### src/rtl/snn_defs.svh
`ifndef SNN_DEFS_SVH
`define SNN_DEFS_SVH

// --------------------
// network size
`define SNN_PRE_NEURONS    16   // input neurons
`define SNN_POST_NEURONS   16   // output neurons
`define SNN_PARALLEL       4    // weights per synapse word

// --------------------
// datapath widths
`define SNN_WEIGHT_W       8    // signed weight
`define SNN_MEM_W          12   // signed, saturating membrane
`define SNN_CNT_W          4    // spike counter
`define SNN_AER_W          8    // aer address, msb marks a time step
`define SNN_GOODNESS_W     32

// --------------------
// behaviour and buffering
`define SNN_THRESHOLD      64
`define SNN_TIME_STEP      4    // markers per sample
`define SNN_SCHED_DEPTH    8
`define SNN_AEROUT_DEPTH   8

`endif
### src/rtl/snn_pkg.sv
`default_nettype none

`include "snn_defs.svh"

package snn_pkg;

    typedef logic        [`SNN_AER_W-1:0]                       aer_addr_t;
    typedef logic        [$clog2(`SNN_PRE_NEURONS)-1:0]         pre_addr_t;
    typedef logic        [$clog2(`SNN_POST_NEURONS)-1:0]        post_addr_t;
    typedef logic        [$clog2(`SNN_POST_NEURONS/`SNN_PARALLEL)-1:0] group_t;
    typedef logic signed [`SNN_WEIGHT_W-1:0]                    weight_t;
    typedef logic        [`SNN_PARALLEL*`SNN_WEIGHT_W-1:0]      syn_word_t; // slice i -> neuron grp*4+i
    typedef logic signed [`SNN_MEM_W-1:0]                       membrane_t;
    typedef logic        [`SNN_CNT_W-1:0]                       spike_cnt_t;
    typedef logic        [`SNN_GOODNESS_W-1:0]                  goodness_t;

    // weight load port
    typedef struct packed {
        logic      en;
        pre_addr_t pre;
        group_t    grp;
        syn_word_t data;
    } syn_wr_t;

    typedef struct packed {
        logic      en;
        pre_addr_t pre;
        group_t    grp;
    } syn_rd_t;

    // controller -> neuron core command
    typedef struct packed {
        logic       integ;  // add syn_rdata into group grp
        group_t     grp;
        logic       fire;   // threshold check of neuron post
        post_addr_t post;
        logic       last;   // final step, fold into goodness and clear
    } neur_op_t;

    typedef enum logic [1:0] {IDLE, INTEGRATE, FIRE, DONE} ctrl_state_t;

endpackage

`default_nettype wire

### src/rtl/snn_core.sv
`timescale 1ns/1ps
`default_nettype none

module snn_core (
    input  wire logic               CLK,
    input  wire logic               arst_n,
    input  wire snn_pkg::aer_addr_t aerin_addr,
    input  wire logic               aerin_req,
    output logic                    aerin_ack,
    input  wire snn_pkg::syn_wr_t   syn_wr,
    output snn_pkg::aer_addr_t      aerout_addr,
    output logic                    aerout_req,
    input  wire logic               aerout_ack,
    output logic                    sample_done,
    output snn_pkg::goodness_t      goodness
);
    import snn_pkg::*;

    // --------------------
    // internal links
    aer_addr_t  sched_event;
    logic       sched_empty;
    logic       sched_pop;
    syn_rd_t    syn_rd;
    syn_word_t  syn_rdata;
    neur_op_t   neur_op;
    logic       fire_valid;
    post_addr_t fire_addr;
    logic       aerout_full;

    snn_scheduler i_scheduler (
        .CLK, .arst_n,
        .aerin_addr, .aerin_req, .aerin_ack,
        .sched_pop, .sched_event, .sched_empty
    );

    snn_controller i_controller (
        .CLK, .arst_n,
        .sched_event, .sched_empty, .sched_pop,
        .syn_rd, .neur_op,
        .aerout_full, .sample_done
    );

    synaptic_core i_synaptic_core (
        .CLK, .syn_wr, .syn_rd, .syn_rdata
    );

    neuron_core i_neuron_core (
        .CLK, .arst_n,
        .neur_op, .syn_rdata,
        .fire_valid, .fire_addr, .goodness
    );

    aer_out i_aer_out (
        .CLK, .arst_n,
        .fire_valid, .fire_addr, .aerout_full,
        .aerout_addr, .aerout_req, .aerout_ack
    );

endmodule

`default_nettype wire

### src/rtl/aer_out.sv
`timescale 1ns/1ps
`default_nettype none

`include "snn_defs.svh"

module aer_out (
    input  wire logic                CLK,
    input  wire logic                arst_n,
    input  wire logic                fire_valid,
    input  wire snn_pkg::post_addr_t fire_addr,
    output logic                     aerout_full,
    output snn_pkg::aer_addr_t       aerout_addr,
    output logic                     aerout_req,
    input  wire logic                aerout_ack
);
    import snn_pkg::*;

    localparam int DEPTH = `SNN_AEROUT_DEPTH;
    localparam int AW    = $clog2(DEPTH);

    post_addr_t    fifo_mem [DEPTH];
    logic [AW-1:0] wr_ptr, rd_ptr;
    logic [AW:0]   count_q;
    logic          ack_s1, ack_s2;   // ack sync chain
    logic          push, pop;

    // one slot spare for the fire already in the neuron pipe
    assign aerout_full = (count_q >= (AW+1)'(DEPTH - 1));
    assign push        = fire_valid && (count_q != (AW+1)'(DEPTH));
    // launch only with link idle, ack fully returned low
    assign pop         = !aerout_req && !ack_s2 && (count_q != '0);

    // --------------------
    // fifo control and four-phase sender
    always_ff @(posedge CLK or negedge arst_n) begin
        if (!arst_n) begin
            wr_ptr     <= '0;
            rd_ptr     <= '0;
            count_q    <= '0;
            ack_s1     <= 1'b0;
            ack_s2     <= 1'b0;
            aerout_req <= 1'b0;
        end else begin
            ack_s1 <= aerout_ack;
            ack_s2 <= ack_s1;
            if (push)
                wr_ptr <= wr_ptr + 1'b1;
            if (pop)
                rd_ptr <= rd_ptr + 1'b1;
            count_q <= count_q + (AW+1)'(push) - (AW+1)'(pop);
            if (pop)
                aerout_req <= 1'b1;
            else if (aerout_req && ack_s2)
                aerout_req <= 1'b0;            // receiver took it
        end
    end

    always_ff @(posedge CLK) begin
        if (push)
            fifo_mem[wr_ptr] <= fire_addr;
        if (pop)
            aerout_addr <= aer_addr_t'(fifo_mem[rd_ptr]);  // stable before req rises
    end

endmodule

`default_nettype wire

### src/rtl/neuron_core.sv
`timescale 1ns/1ps
`default_nettype none

`include "snn_defs.svh"

module neuron_core (
    input  wire logic              CLK,
    input  wire logic              arst_n,
    input  wire snn_pkg::neur_op_t neur_op,
    input  wire snn_pkg::syn_word_t syn_rdata,
    output logic                   fire_valid,
    output snn_pkg::post_addr_t    fire_addr,
    output snn_pkg::goodness_t     goodness
);
    import snn_pkg::*;

    localparam int         N         = `SNN_POST_NEURONS;
    localparam membrane_t  THRESHOLD = membrane_t'(`SNN_THRESHOLD);
    localparam post_addr_t LAST_IDX  = post_addr_t'(N - 1);

    membrane_t  mem_q [N];
    spike_cnt_t cnt_q [N];
    goodness_t  acc_q;          // running sum of squares
    logic       spike;
    spike_cnt_t cnt_new;
    goodness_t  acc_new;

    // signed add, clamps instead of wrapping
    function automatic membrane_t sat_add(membrane_t a, weight_t w);
        logic signed [`SNN_MEM_W:0] s;
        s = $signed({a[`SNN_MEM_W-1], a}) + $signed(w);
        if (s[`SNN_MEM_W] != s[`SNN_MEM_W-1])
            return s[`SNN_MEM_W] ? {1'b1, {(`SNN_MEM_W-1){1'b0}}} : {1'b0, {(`SNN_MEM_W-1){1'b1}}};
        return s[`SNN_MEM_W-1:0];
    endfunction

    // --------------------
    // fire path of the swept neuron
    always_comb begin
        spike   = neur_op.fire && (mem_q[neur_op.post] >= THRESHOLD);
        cnt_new = cnt_q[neur_op.post];
        if (spike && cnt_new != '1)
            cnt_new = cnt_new + 1'b1;                  // saturating count
        acc_new = acc_q + goodness_t'(cnt_new) * goodness_t'(cnt_new);
    end

    always_ff @(posedge CLK or negedge arst_n) begin
        if (!arst_n) begin
            for (int n = 0; n < N; n++) begin
                mem_q[n] <= '0;
                cnt_q[n] <= '0;
            end
            acc_q      <= '0;
            goodness   <= '0;
            fire_valid <= 1'b0;
        end else begin
            fire_valid <= spike;
            if (neur_op.integ) begin
                for (int i = 0; i < `SNN_PARALLEL; i++) begin
                    mem_q[post_addr_t'(int'(neur_op.grp) * `SNN_PARALLEL + i)] <=
                        sat_add(mem_q[post_addr_t'(int'(neur_op.grp) * `SNN_PARALLEL + i)],
                                weight_t'(syn_rdata[i*`SNN_WEIGHT_W +: `SNN_WEIGHT_W]));
                end
            end
            if (neur_op.fire) begin
                if (neur_op.last) begin
                    mem_q[neur_op.post] <= '0;         // sample over, clear neuron
                    cnt_q[neur_op.post] <= '0;
                    if (neur_op.post == LAST_IDX) begin
                        goodness <= acc_new;           // held until next sample end
                        acc_q    <= '0;
                    end else begin
                        acc_q    <= acc_new;
                    end
                end else if (spike) begin
                    mem_q[neur_op.post] <= '0;
                    cnt_q[neur_op.post] <= cnt_new;
                end
            end
        end
    end

    always_ff @(posedge CLK) begin
        fire_addr <= neur_op.post;   // qualified by fire_valid
    end

endmodule

`default_nettype wire

### src/rtl/synaptic_core.sv
`timescale 1ns/1ps
`default_nettype none

`include "snn_defs.svh"

module synaptic_core (
    input  wire logic             CLK,
    input  wire snn_pkg::syn_wr_t syn_wr,
    input  wire snn_pkg::syn_rd_t syn_rd,
    output snn_pkg::syn_word_t    syn_rdata
);
    import snn_pkg::*;

    localparam int WORDS_PER_ROW = `SNN_POST_NEURONS / `SNN_PARALLEL;
    localparam int WORDS         = `SNN_PRE_NEURONS * WORDS_PER_ROW;  // 64
    localparam int AW            = $clog2(WORDS);

    // --------------------
    // row-major, {pre, grp} addressing
    syn_word_t      syn_mem [WORDS];
    logic [AW-1:0]  wr_addr;
    logic [AW-1:0]  rd_addr;

    assign wr_addr = {syn_wr.pre, syn_wr.grp};
    assign rd_addr = {syn_rd.pre, syn_rd.grp};

    // weight load, idle only
    always_ff @(posedge CLK) begin
        if (syn_wr.en)
            syn_mem[wr_addr] <= syn_wr.data;
    end

    // registered read
    // data valid the cycle after en
    always_ff @(posedge CLK) begin
        if (syn_rd.en)
            syn_rdata <= syn_mem[rd_addr];
    end

endmodule

`default_nettype wire

### src/rtl/snn_controller.sv
`timescale 1ns/1ps
`default_nettype none

`include "snn_defs.svh"

module snn_controller (
    input  wire logic               CLK,
    input  wire logic               arst_n,
    input  wire snn_pkg::aer_addr_t sched_event,
    input  wire logic               sched_empty,
    output logic                    sched_pop,
    output snn_pkg::syn_rd_t        syn_rd,
    output snn_pkg::neur_op_t       neur_op,
    input  wire logic               aerout_full,
    output logic                    sample_done
);
    import snn_pkg::*;

    localparam int         STEP_W     = $clog2(`SNN_TIME_STEP);
    localparam int         MARK_BIT   = `SNN_AER_W - 1;
    localparam group_t     GRP_LAST   = group_t'(`SNN_POST_NEURONS / `SNN_PARALLEL - 1);
    localparam post_addr_t SWEEP_LAST = post_addr_t'(`SNN_POST_NEURONS - 1);

    ctrl_state_t         state_q;
    group_t              grp_q;      // synapse word being read
    post_addr_t          sweep_q;    // neuron under threshold check
    logic [STEP_W-1:0]   step_q;     // markers seen this sample
    pre_addr_t           pre_q;      // row of current spike
    logic                int_vld_q;  // read issued last cycle
    group_t              int_grp_q;
    logic                last_step;

    assign last_step   = (step_q == STEP_W'(`SNN_TIME_STEP - 1));
    assign sample_done = (state_q == DONE);          // one cycle pulse
    assign sched_pop   = (state_q == IDLE) && !sched_empty;

    // --------------------
    // synapse read, comb from state
    always_comb begin
        syn_rd     = '0;
        syn_rd.en  = (state_q == INTEGRATE);
        syn_rd.pre = pre_q;
        syn_rd.grp = grp_q;
    end

    // integrate op lines up with registered syn_rdata
    always_comb begin
        neur_op       = '0;
        neur_op.integ = int_vld_q;
        neur_op.grp   = int_grp_q;
        if (state_q == FIRE) begin
            neur_op.fire = !aerout_full;   // hold the sweep while output is backed up
            neur_op.post = sweep_q;
            neur_op.last = last_step;
        end
    end

    // --------------------
    // main fsm
    always_ff @(posedge CLK or negedge arst_n) begin
        if (!arst_n) begin
            state_q   <= IDLE;
            grp_q     <= '0;
            sweep_q   <= '0;
            step_q    <= '0;
            int_vld_q <= 1'b0;
        end else begin
            int_vld_q <= syn_rd.en;
            case (state_q)
                IDLE: begin
                    if (!sched_empty) begin
                        if (sched_event[MARK_BIT]) begin
                            state_q <= FIRE;       // time-step marker
                            sweep_q <= '0;
                        end else begin
                            state_q <= INTEGRATE;  // spike from pre neuron
                            grp_q   <= '0;
                        end
                    end
                end
                INTEGRATE: begin
                    grp_q <= grp_q + 1'b1;
                    if (grp_q == GRP_LAST)
                        state_q <= IDLE;
                end
                FIRE: begin
                    if (!aerout_full) begin
                        sweep_q <= sweep_q + 1'b1;
                        if (sweep_q == SWEEP_LAST) begin
                            if (last_step) begin
                                state_q <= DONE;
                            end else begin
                                state_q <= IDLE;
                                step_q  <= step_q + 1'b1;
                            end
                        end
                    end
                end
                DONE: begin
                    state_q <= IDLE;
                    step_q  <= '0;                 // next sample
                end
                default: state_q <= IDLE;
            endcase
        end
    end

    always_ff @(posedge CLK) begin
        if (sched_pop)
            pre_q <= pre_addr_t'(sched_event[$bits(pre_addr_t)-1:0]);
        int_grp_q <= grp_q;
    end

endmodule

`default_nettype wire

### src/rtl/snn_scheduler.sv
`timescale 1ns/1ps
`default_nettype none

`include "snn_defs.svh"

module snn_scheduler (
    input  wire logic              CLK,
    input  wire logic              arst_n,
    input  wire snn_pkg::aer_addr_t aerin_addr,
    input  wire logic              aerin_req,
    output logic                   aerin_ack,
    input  wire logic              sched_pop,
    output snn_pkg::aer_addr_t     sched_event,
    output logic                   sched_empty
);
    import snn_pkg::*;

    localparam int DEPTH = `SNN_SCHED_DEPTH;
    localparam int AW    = $clog2(DEPTH);

    logic          req_s1, req_s2;      // req sync chain
    logic [AW:0]   wr_ptr, rd_ptr;      // extra wrap bit
    aer_addr_t     fifo_mem [DEPTH];
    logic          fifo_full;
    logic          push;

    // --------------------
    // fifo flags
    assign sched_empty = (wr_ptr == rd_ptr);
    assign fifo_full   = (wr_ptr[AW] != rd_ptr[AW]) && (wr_ptr[AW-1:0] == rd_ptr[AW-1:0]);
    assign sched_event = fifo_mem[rd_ptr[AW-1:0]];   // head, valid when not empty

    // new request only while ack is low, stalls when full
    assign push = req_s2 && !aerin_ack && !fifo_full;

    // --------------------
    // four-phase receiver
    always_ff @(posedge CLK or negedge arst_n) begin
        if (!arst_n) begin
            req_s1    <= 1'b0;
            req_s2    <= 1'b0;
            aerin_ack <= 1'b0;
        end else begin
            req_s1 <= aerin_req;
            req_s2 <= req_s1;
            if (push)
                aerin_ack <= 1'b1;              // address is stored
            else if (!req_s2 && aerin_ack)
                aerin_ack <= 1'b0;              // sender released req
        end
    end

    // --------------------
    // pointers
    always_ff @(posedge CLK or negedge arst_n) begin
        if (!arst_n) begin
            wr_ptr <= '0;
            rd_ptr <= '0;
        end else begin
            if (push)
                wr_ptr <= wr_ptr + 1'b1;
            if (sched_pop && !sched_empty)
                rd_ptr <= rd_ptr + 1'b1;
        end
    end

    always_ff @(posedge CLK) begin
        if (push)
            fifo_mem[wr_ptr[AW-1:0]] <= aerin_addr;  // addr stable while req high
    end

endmodule

`default_nettype wire

### config.mk
export PLATFORM = sky130hd
export DESIGN_NAME = snn_core
export DESIGN_NICKNAME = d
export VERILOG_FILES = /design/src/rtl/snn_pkg.sv /design/src/rtl/snn_core.sv /design/src/rtl/aer_out.sv /design/src/rtl/neuron_core.sv /design/src/rtl/synaptic_core.sv /design/src/rtl/snn_controller.sv /design/src/rtl/snn_scheduler.sv
export VERILOG_INCLUDE_DIRS = /design/src /design/src/rtl
export SDC_FILE = /design/constraint.sdc
export NUM_CORES = 2
export LEC_CHECK = 0
export BUFFER_PORTS_ARGS = -buffer_cell sky130_fd_sc_hd__buf_2
export CAP_MARGIN = 20
export CELL_PAD_IN_SITES_DETAIL_PLACEMENT = 0
export CELL_PAD_IN_SITES_GLOBAL_PLACEMENT = 2
export CORE_MARGIN = 3
export CORE_UTILIZATION = 33
export DETAILED_ROUTE_END_ITERATION = 12
export GPL_ROUTABILITY_DRIVEN = 0
export PLACE_DENSITY = 0.62
export SLEW_MARGIN = 40
export SYNTH_ARGS = -nofsm -noshare
export SYNTH_HDL_FRONTEND = slang
export SYNTH_SLANG_ARGS = --single-unit
### constraint.sdc
create_clock -name CLK -period 5.5 [get_ports CLK]
set_clock_uncertainty 0.2 [all_clocks]
set_input_delay 0.55 -clock CLK [delete_from_list [all_inputs] [get_ports CLK]]
set_output_delay 0.55 -clock CLK [all_outputs]
set_load 0.01 [all_outputs]
==> summary.md <==
| Metric | Value |
|---|---|
| Status | completed |
| Final Hold Viols | 0 |
| Met1 usage | about 24% |
| Gate power share | between 30% and 40% |
| CP max-delay cell | fa_1 |
| CTS tree | built |
| 1st-pass router iterations | 7 |
| Drt wl/cell | between 20 and 30 µm |
| # rows | 203 |
| HP Class | in -> reg |
| Die H | 562.8 µm |
| Max Fclk | around 190 MHz |
| Critical-path cell list | buf_4 -> clkbuf_16 -> nand2b_1 -> buf_4 -> o221a_2 -> o2111ai_2 -> nand4b_1 -> buf_4 -> and3_4 -> mux2i_2 -> or3_4 -> fa_1 -> inv_2 -> ha_4 -> a31oi_4 -> o21bai_1 -> a21oi_2 -> o21bai_2 -> a311o_1 -> buf_6 -> nand4_1 -> mux2i_1 -> o21ai_1 |
| Sw Share | 33.69% |
| Vias in the first global route | approximately 55000 |
| Crit path largest cell delay | roughly 0.52 ns |
| Period utilization | a little over nine tenths |
| Number of clock sinks | about 2500 |
| Synth Area in Simple Gates | under 10% |
| Met2 global-route usage | between 20% and 30% |
| Post-synthesis compound-gate area fraction | around 4.6% |
| Cell taking the most area after synthesis | edfxtp_1 |
| FILL cells | roughly 28000 |
| Maximum vdd drop | between 400 and 500 µV |
| CP max FO | 7 |
| WP data required | 5.96 ns |
| Worst-Margin Slew | between 0.8 and 0.9 ns |
| Post-route cell area | 0.1201 mm² |
| Sequential share of power | 36.1% |
| Crit Path Class | reg -> reg |
| EDFF count, synth | between 2000 and 2500 |
| Max_cap viols | 0 |
| DP Cell Count | ~9400 |
| Min Tclk post-route | approximately 5.4 ns |
| Footprint of the multi-input gates | ~0.028 mm² |
| Die area | between 0.3 and 0.4 mm² |
| Worst-Skew Late Latency | between 0.8 and 0.9 ns |
| Setup violators final | 0 |
| Post-synth top cells | edfxtp_1, mux4_2, dfrtp_1 |
| Post-synthesis adder-cell area fraction | 1.147% |
| Post-synthesis cell count | 5255 |
| Setup TNS | 0 ns |
| Fin cells | between 9000 and 10000 |
| R2R Setup Slk | ~0.12 ns |
| Pwr Total | roughly 64 mW |
| Cell-internal power | between 40 and 50 mW |
| Sequential area share after synthesis | slightly above 70% |
| Count of cell types in the netlist | 92 |
| Via count | about 53000 |
| Final Max Tran Viols | 0 |
| Number of buffers created by CTS | about 290 |
| Ys async rst share | 14.12% |
| Mux share of post-synthesis cell area | 16.72% |
| Critical path capture point type | register |
| Die Span X | about 560 µm |
| Synthesis-to-finish area growth | 17.41% |
| Ys flop type | edfxtp_1 |
| Yosys warns | 0 |
| Avg Inst Size Synth | ~20 µm² |
| Initial Util | about 33% |
| Register area | approximately 0.074 mm² |
| Nets | 5815 |
| Cell Area, Synth | a little over 0.1 mm² |
| Worst Path Buf+Inv | 6 |
| Hpwl dp | 164800 µm |
| M3 GR Usage | under 10% |
| Switching pwr | approximately 22 mW |
| Min Hold Slack | 0.05921 ns |
| Post-synthesis xor/xnor area fraction | less than 1% |
| Core Box Area | about 0.31 mm² |
| PwrDens | between 500 and 600 mW/mm² |
| Max clock buf depth | 4 |
| FF+latch count, synth | roughly 2500 |
| Pre-CTS setup slack | -0.2117 ns |
| WL final | 273500 µm |
| WP data arrival | ~5.8 ns |
| Layout cells sized above 1 | around 30% |
| Boundary Pins | between 90 and 100 |
| Slew Limit Headroom | a little over two fifths |
| Clock-pin slew on the worst setup and hold paths | 0.06 ns |
| Grt peak-use layer | met2 |
| GR Util All Layers | between 10% and 20% |
| IO Port Bufs | 86 |
| DR iter-0 viols | 5514 |
| Placed cell area | between 0.1 and 0.15 mm² |
| Largest net degree at the start of global routing | 90 |
| H-Tree Depth | 5 |
| Antenna Nets Post-Route | 0 |
| Synth area leaders | edfxtp_1, mux4_2, dfrtp_1 |
| CTS root buf | clkbuf_16 |
| Lkg Pwr | 38.98 nW |
| Crit start category | register |
| Vias/cell | 5.292 |
| Setup ws final | 0.1183 ns |
| Grt total ovfl | 0 |
| Main combinational cell family by area after synthesis | multiplexers |
| CP delay by family, top | compound AO/OA/AOI/OAI gates |
| Antenna violations before repair | 17 |
| Most numerous cell in the Yosys netlist | edfxtp_1 |
| Clk pwr share | between 20 and 30% |
| CP dominant cell by count | buf_4 |
| First-pass GRT wire length | ~400000 µm |
| Fin util | about 40% |
| # DRC | 0 |
| Unrepaired setup endpoints after global routing | true |
| Top cell type's share of synthesized area | between 60% and 70% |
routing by layer:
metal	part of all wire [%]	wire, µm
met5	0.0048	13
met2	49	133300
met3	5.3	14490
met1	44	119800
met4	2.2	5949
power groups by stage:
stage               logic, mW  registers, mW  clock network [mW]
finish                   22.9           23.3                18.3
global route             24.8           23.4                19.6
CTS                      23.1           23.3                18.8
detailed placement       23.0           23.7                   0
global placement         22.8           23.7                   0
floorplan                15.5           23.0                   0
worst paths after layout:
check / end / cells past startpoint / from
worst max-delay path: i_neuron_core.acc_q[14] / 23 / i_controller.sweep_q[1]
worst min-delay path: i_synaptic_core.syn_mem[63][30] / 1 / syn_wr[30]
worst max register to register: i_neuron_core.acc_q[14] / 23 / i_controller.sweep_q[1]
worst min register to register: i_aer_out.ack_s2 / 0 / i_aer_out.ack_s1
max in group asynchronous: i_controller.sweep_q[1] / 4 / arst_n
min in group asynchronous: i_neuron_core.cnt_q[36] / 3 / arst_n
sequential cells by signal, indices dropped and copies added (netlist names), 4 cells and up:
signal                     count
i_scheduler.wr_ptr             4
i_scheduler.rd_ptr             4
i_synaptic_core.syn_rdata     32
i_neuron_core.fire_addr        4
i_synaptic_core.syn_mem     2048
i_controller.pre_q             4
i_aer_out.aerout_addr          4
i_neuron_core.goodness        32
i_neuron_core.acc_q           32
i_controller.sweep_q           4
i_neuron_core.cnt_q           64
i_scheduler.fifo_mem          40
i_aer_out.count_q              4
i_aer_out.fifo_mem            32
i_neuron_core.mem_q          192
layout make-up:
class                   count  share of cell area [%]
clock buffers             367                   6.419
clock inverters           130                  0.9978
well taps                4100                   4.270
multi-input cells        2358                   23.05
inverters                  57                  0.1781
repair buffers            451                   3.556
diodes                      4                0.008332
flip-flops and latches   2522                   61.52
repair_timing:
action	in CTS	in global routing
endpoints found under the hold margin	759	0
hold buffers	27	0
pin swaps	3	32
setup endpoints to repair	33	80
buffers inserted	1	13
resized for setup	13	76
gates cloned	0	2
logic make-up (layout without fill, tap and decap cells):
kind of cell | count (synthesis) | count (layout)
xor gates and xnor gates | 80 | 80
and+or+nand+nor | 670 | 670
muxes | 793 | 793
adders and majority gates | 89 | 89
AOI/OAI and AO/OA | 722 | 722
DFF | 2522 | 2522
buffers and inverters | 378 | 1005
other | 1 | 8
layout by cell type (no fill, tap or decap), types with 23 or more instances in the layout:
cell / netlist / routed
nor2_1: 324 / 261
xnor2_1: 47 / 47
clkinv_1: 3 / 58
dfrtp_1: 356 / 349
nor2_4: 0 / 60
inv_1: 53 / 51
edfxtp_1: 2160 / 2160
a211oi_1: 122 / 120
mux4_2: 728 / 728
mux2i_1: 26 / 25
a21oi_1: 134 / 132
o31ai_1: 95 / 92
o21ai_1: 2 / 23
buf_12: 0 / 39
a22oi_1: 29 / 29
mux2_2: 36 / 36
clkbuf_16: 0 / 297
nor3_1: 36 / 25
xor2_1: 32 / 32
nand3_1: 29 / 24
clkbuf_1: 194 / 65
ha_1: 81 / 78
dlygate4sd3_1: 0 / 26
nand2b_1: 28 / 27
o22ai_1: 61 / 58
clkinv_2: 0 / 32
nand2_1: 127 / 120
o21ai_0: 157 / 136
buf_2: 50 / 54
buf_4: 13 / 284
(Power assumes the default switching activity.)
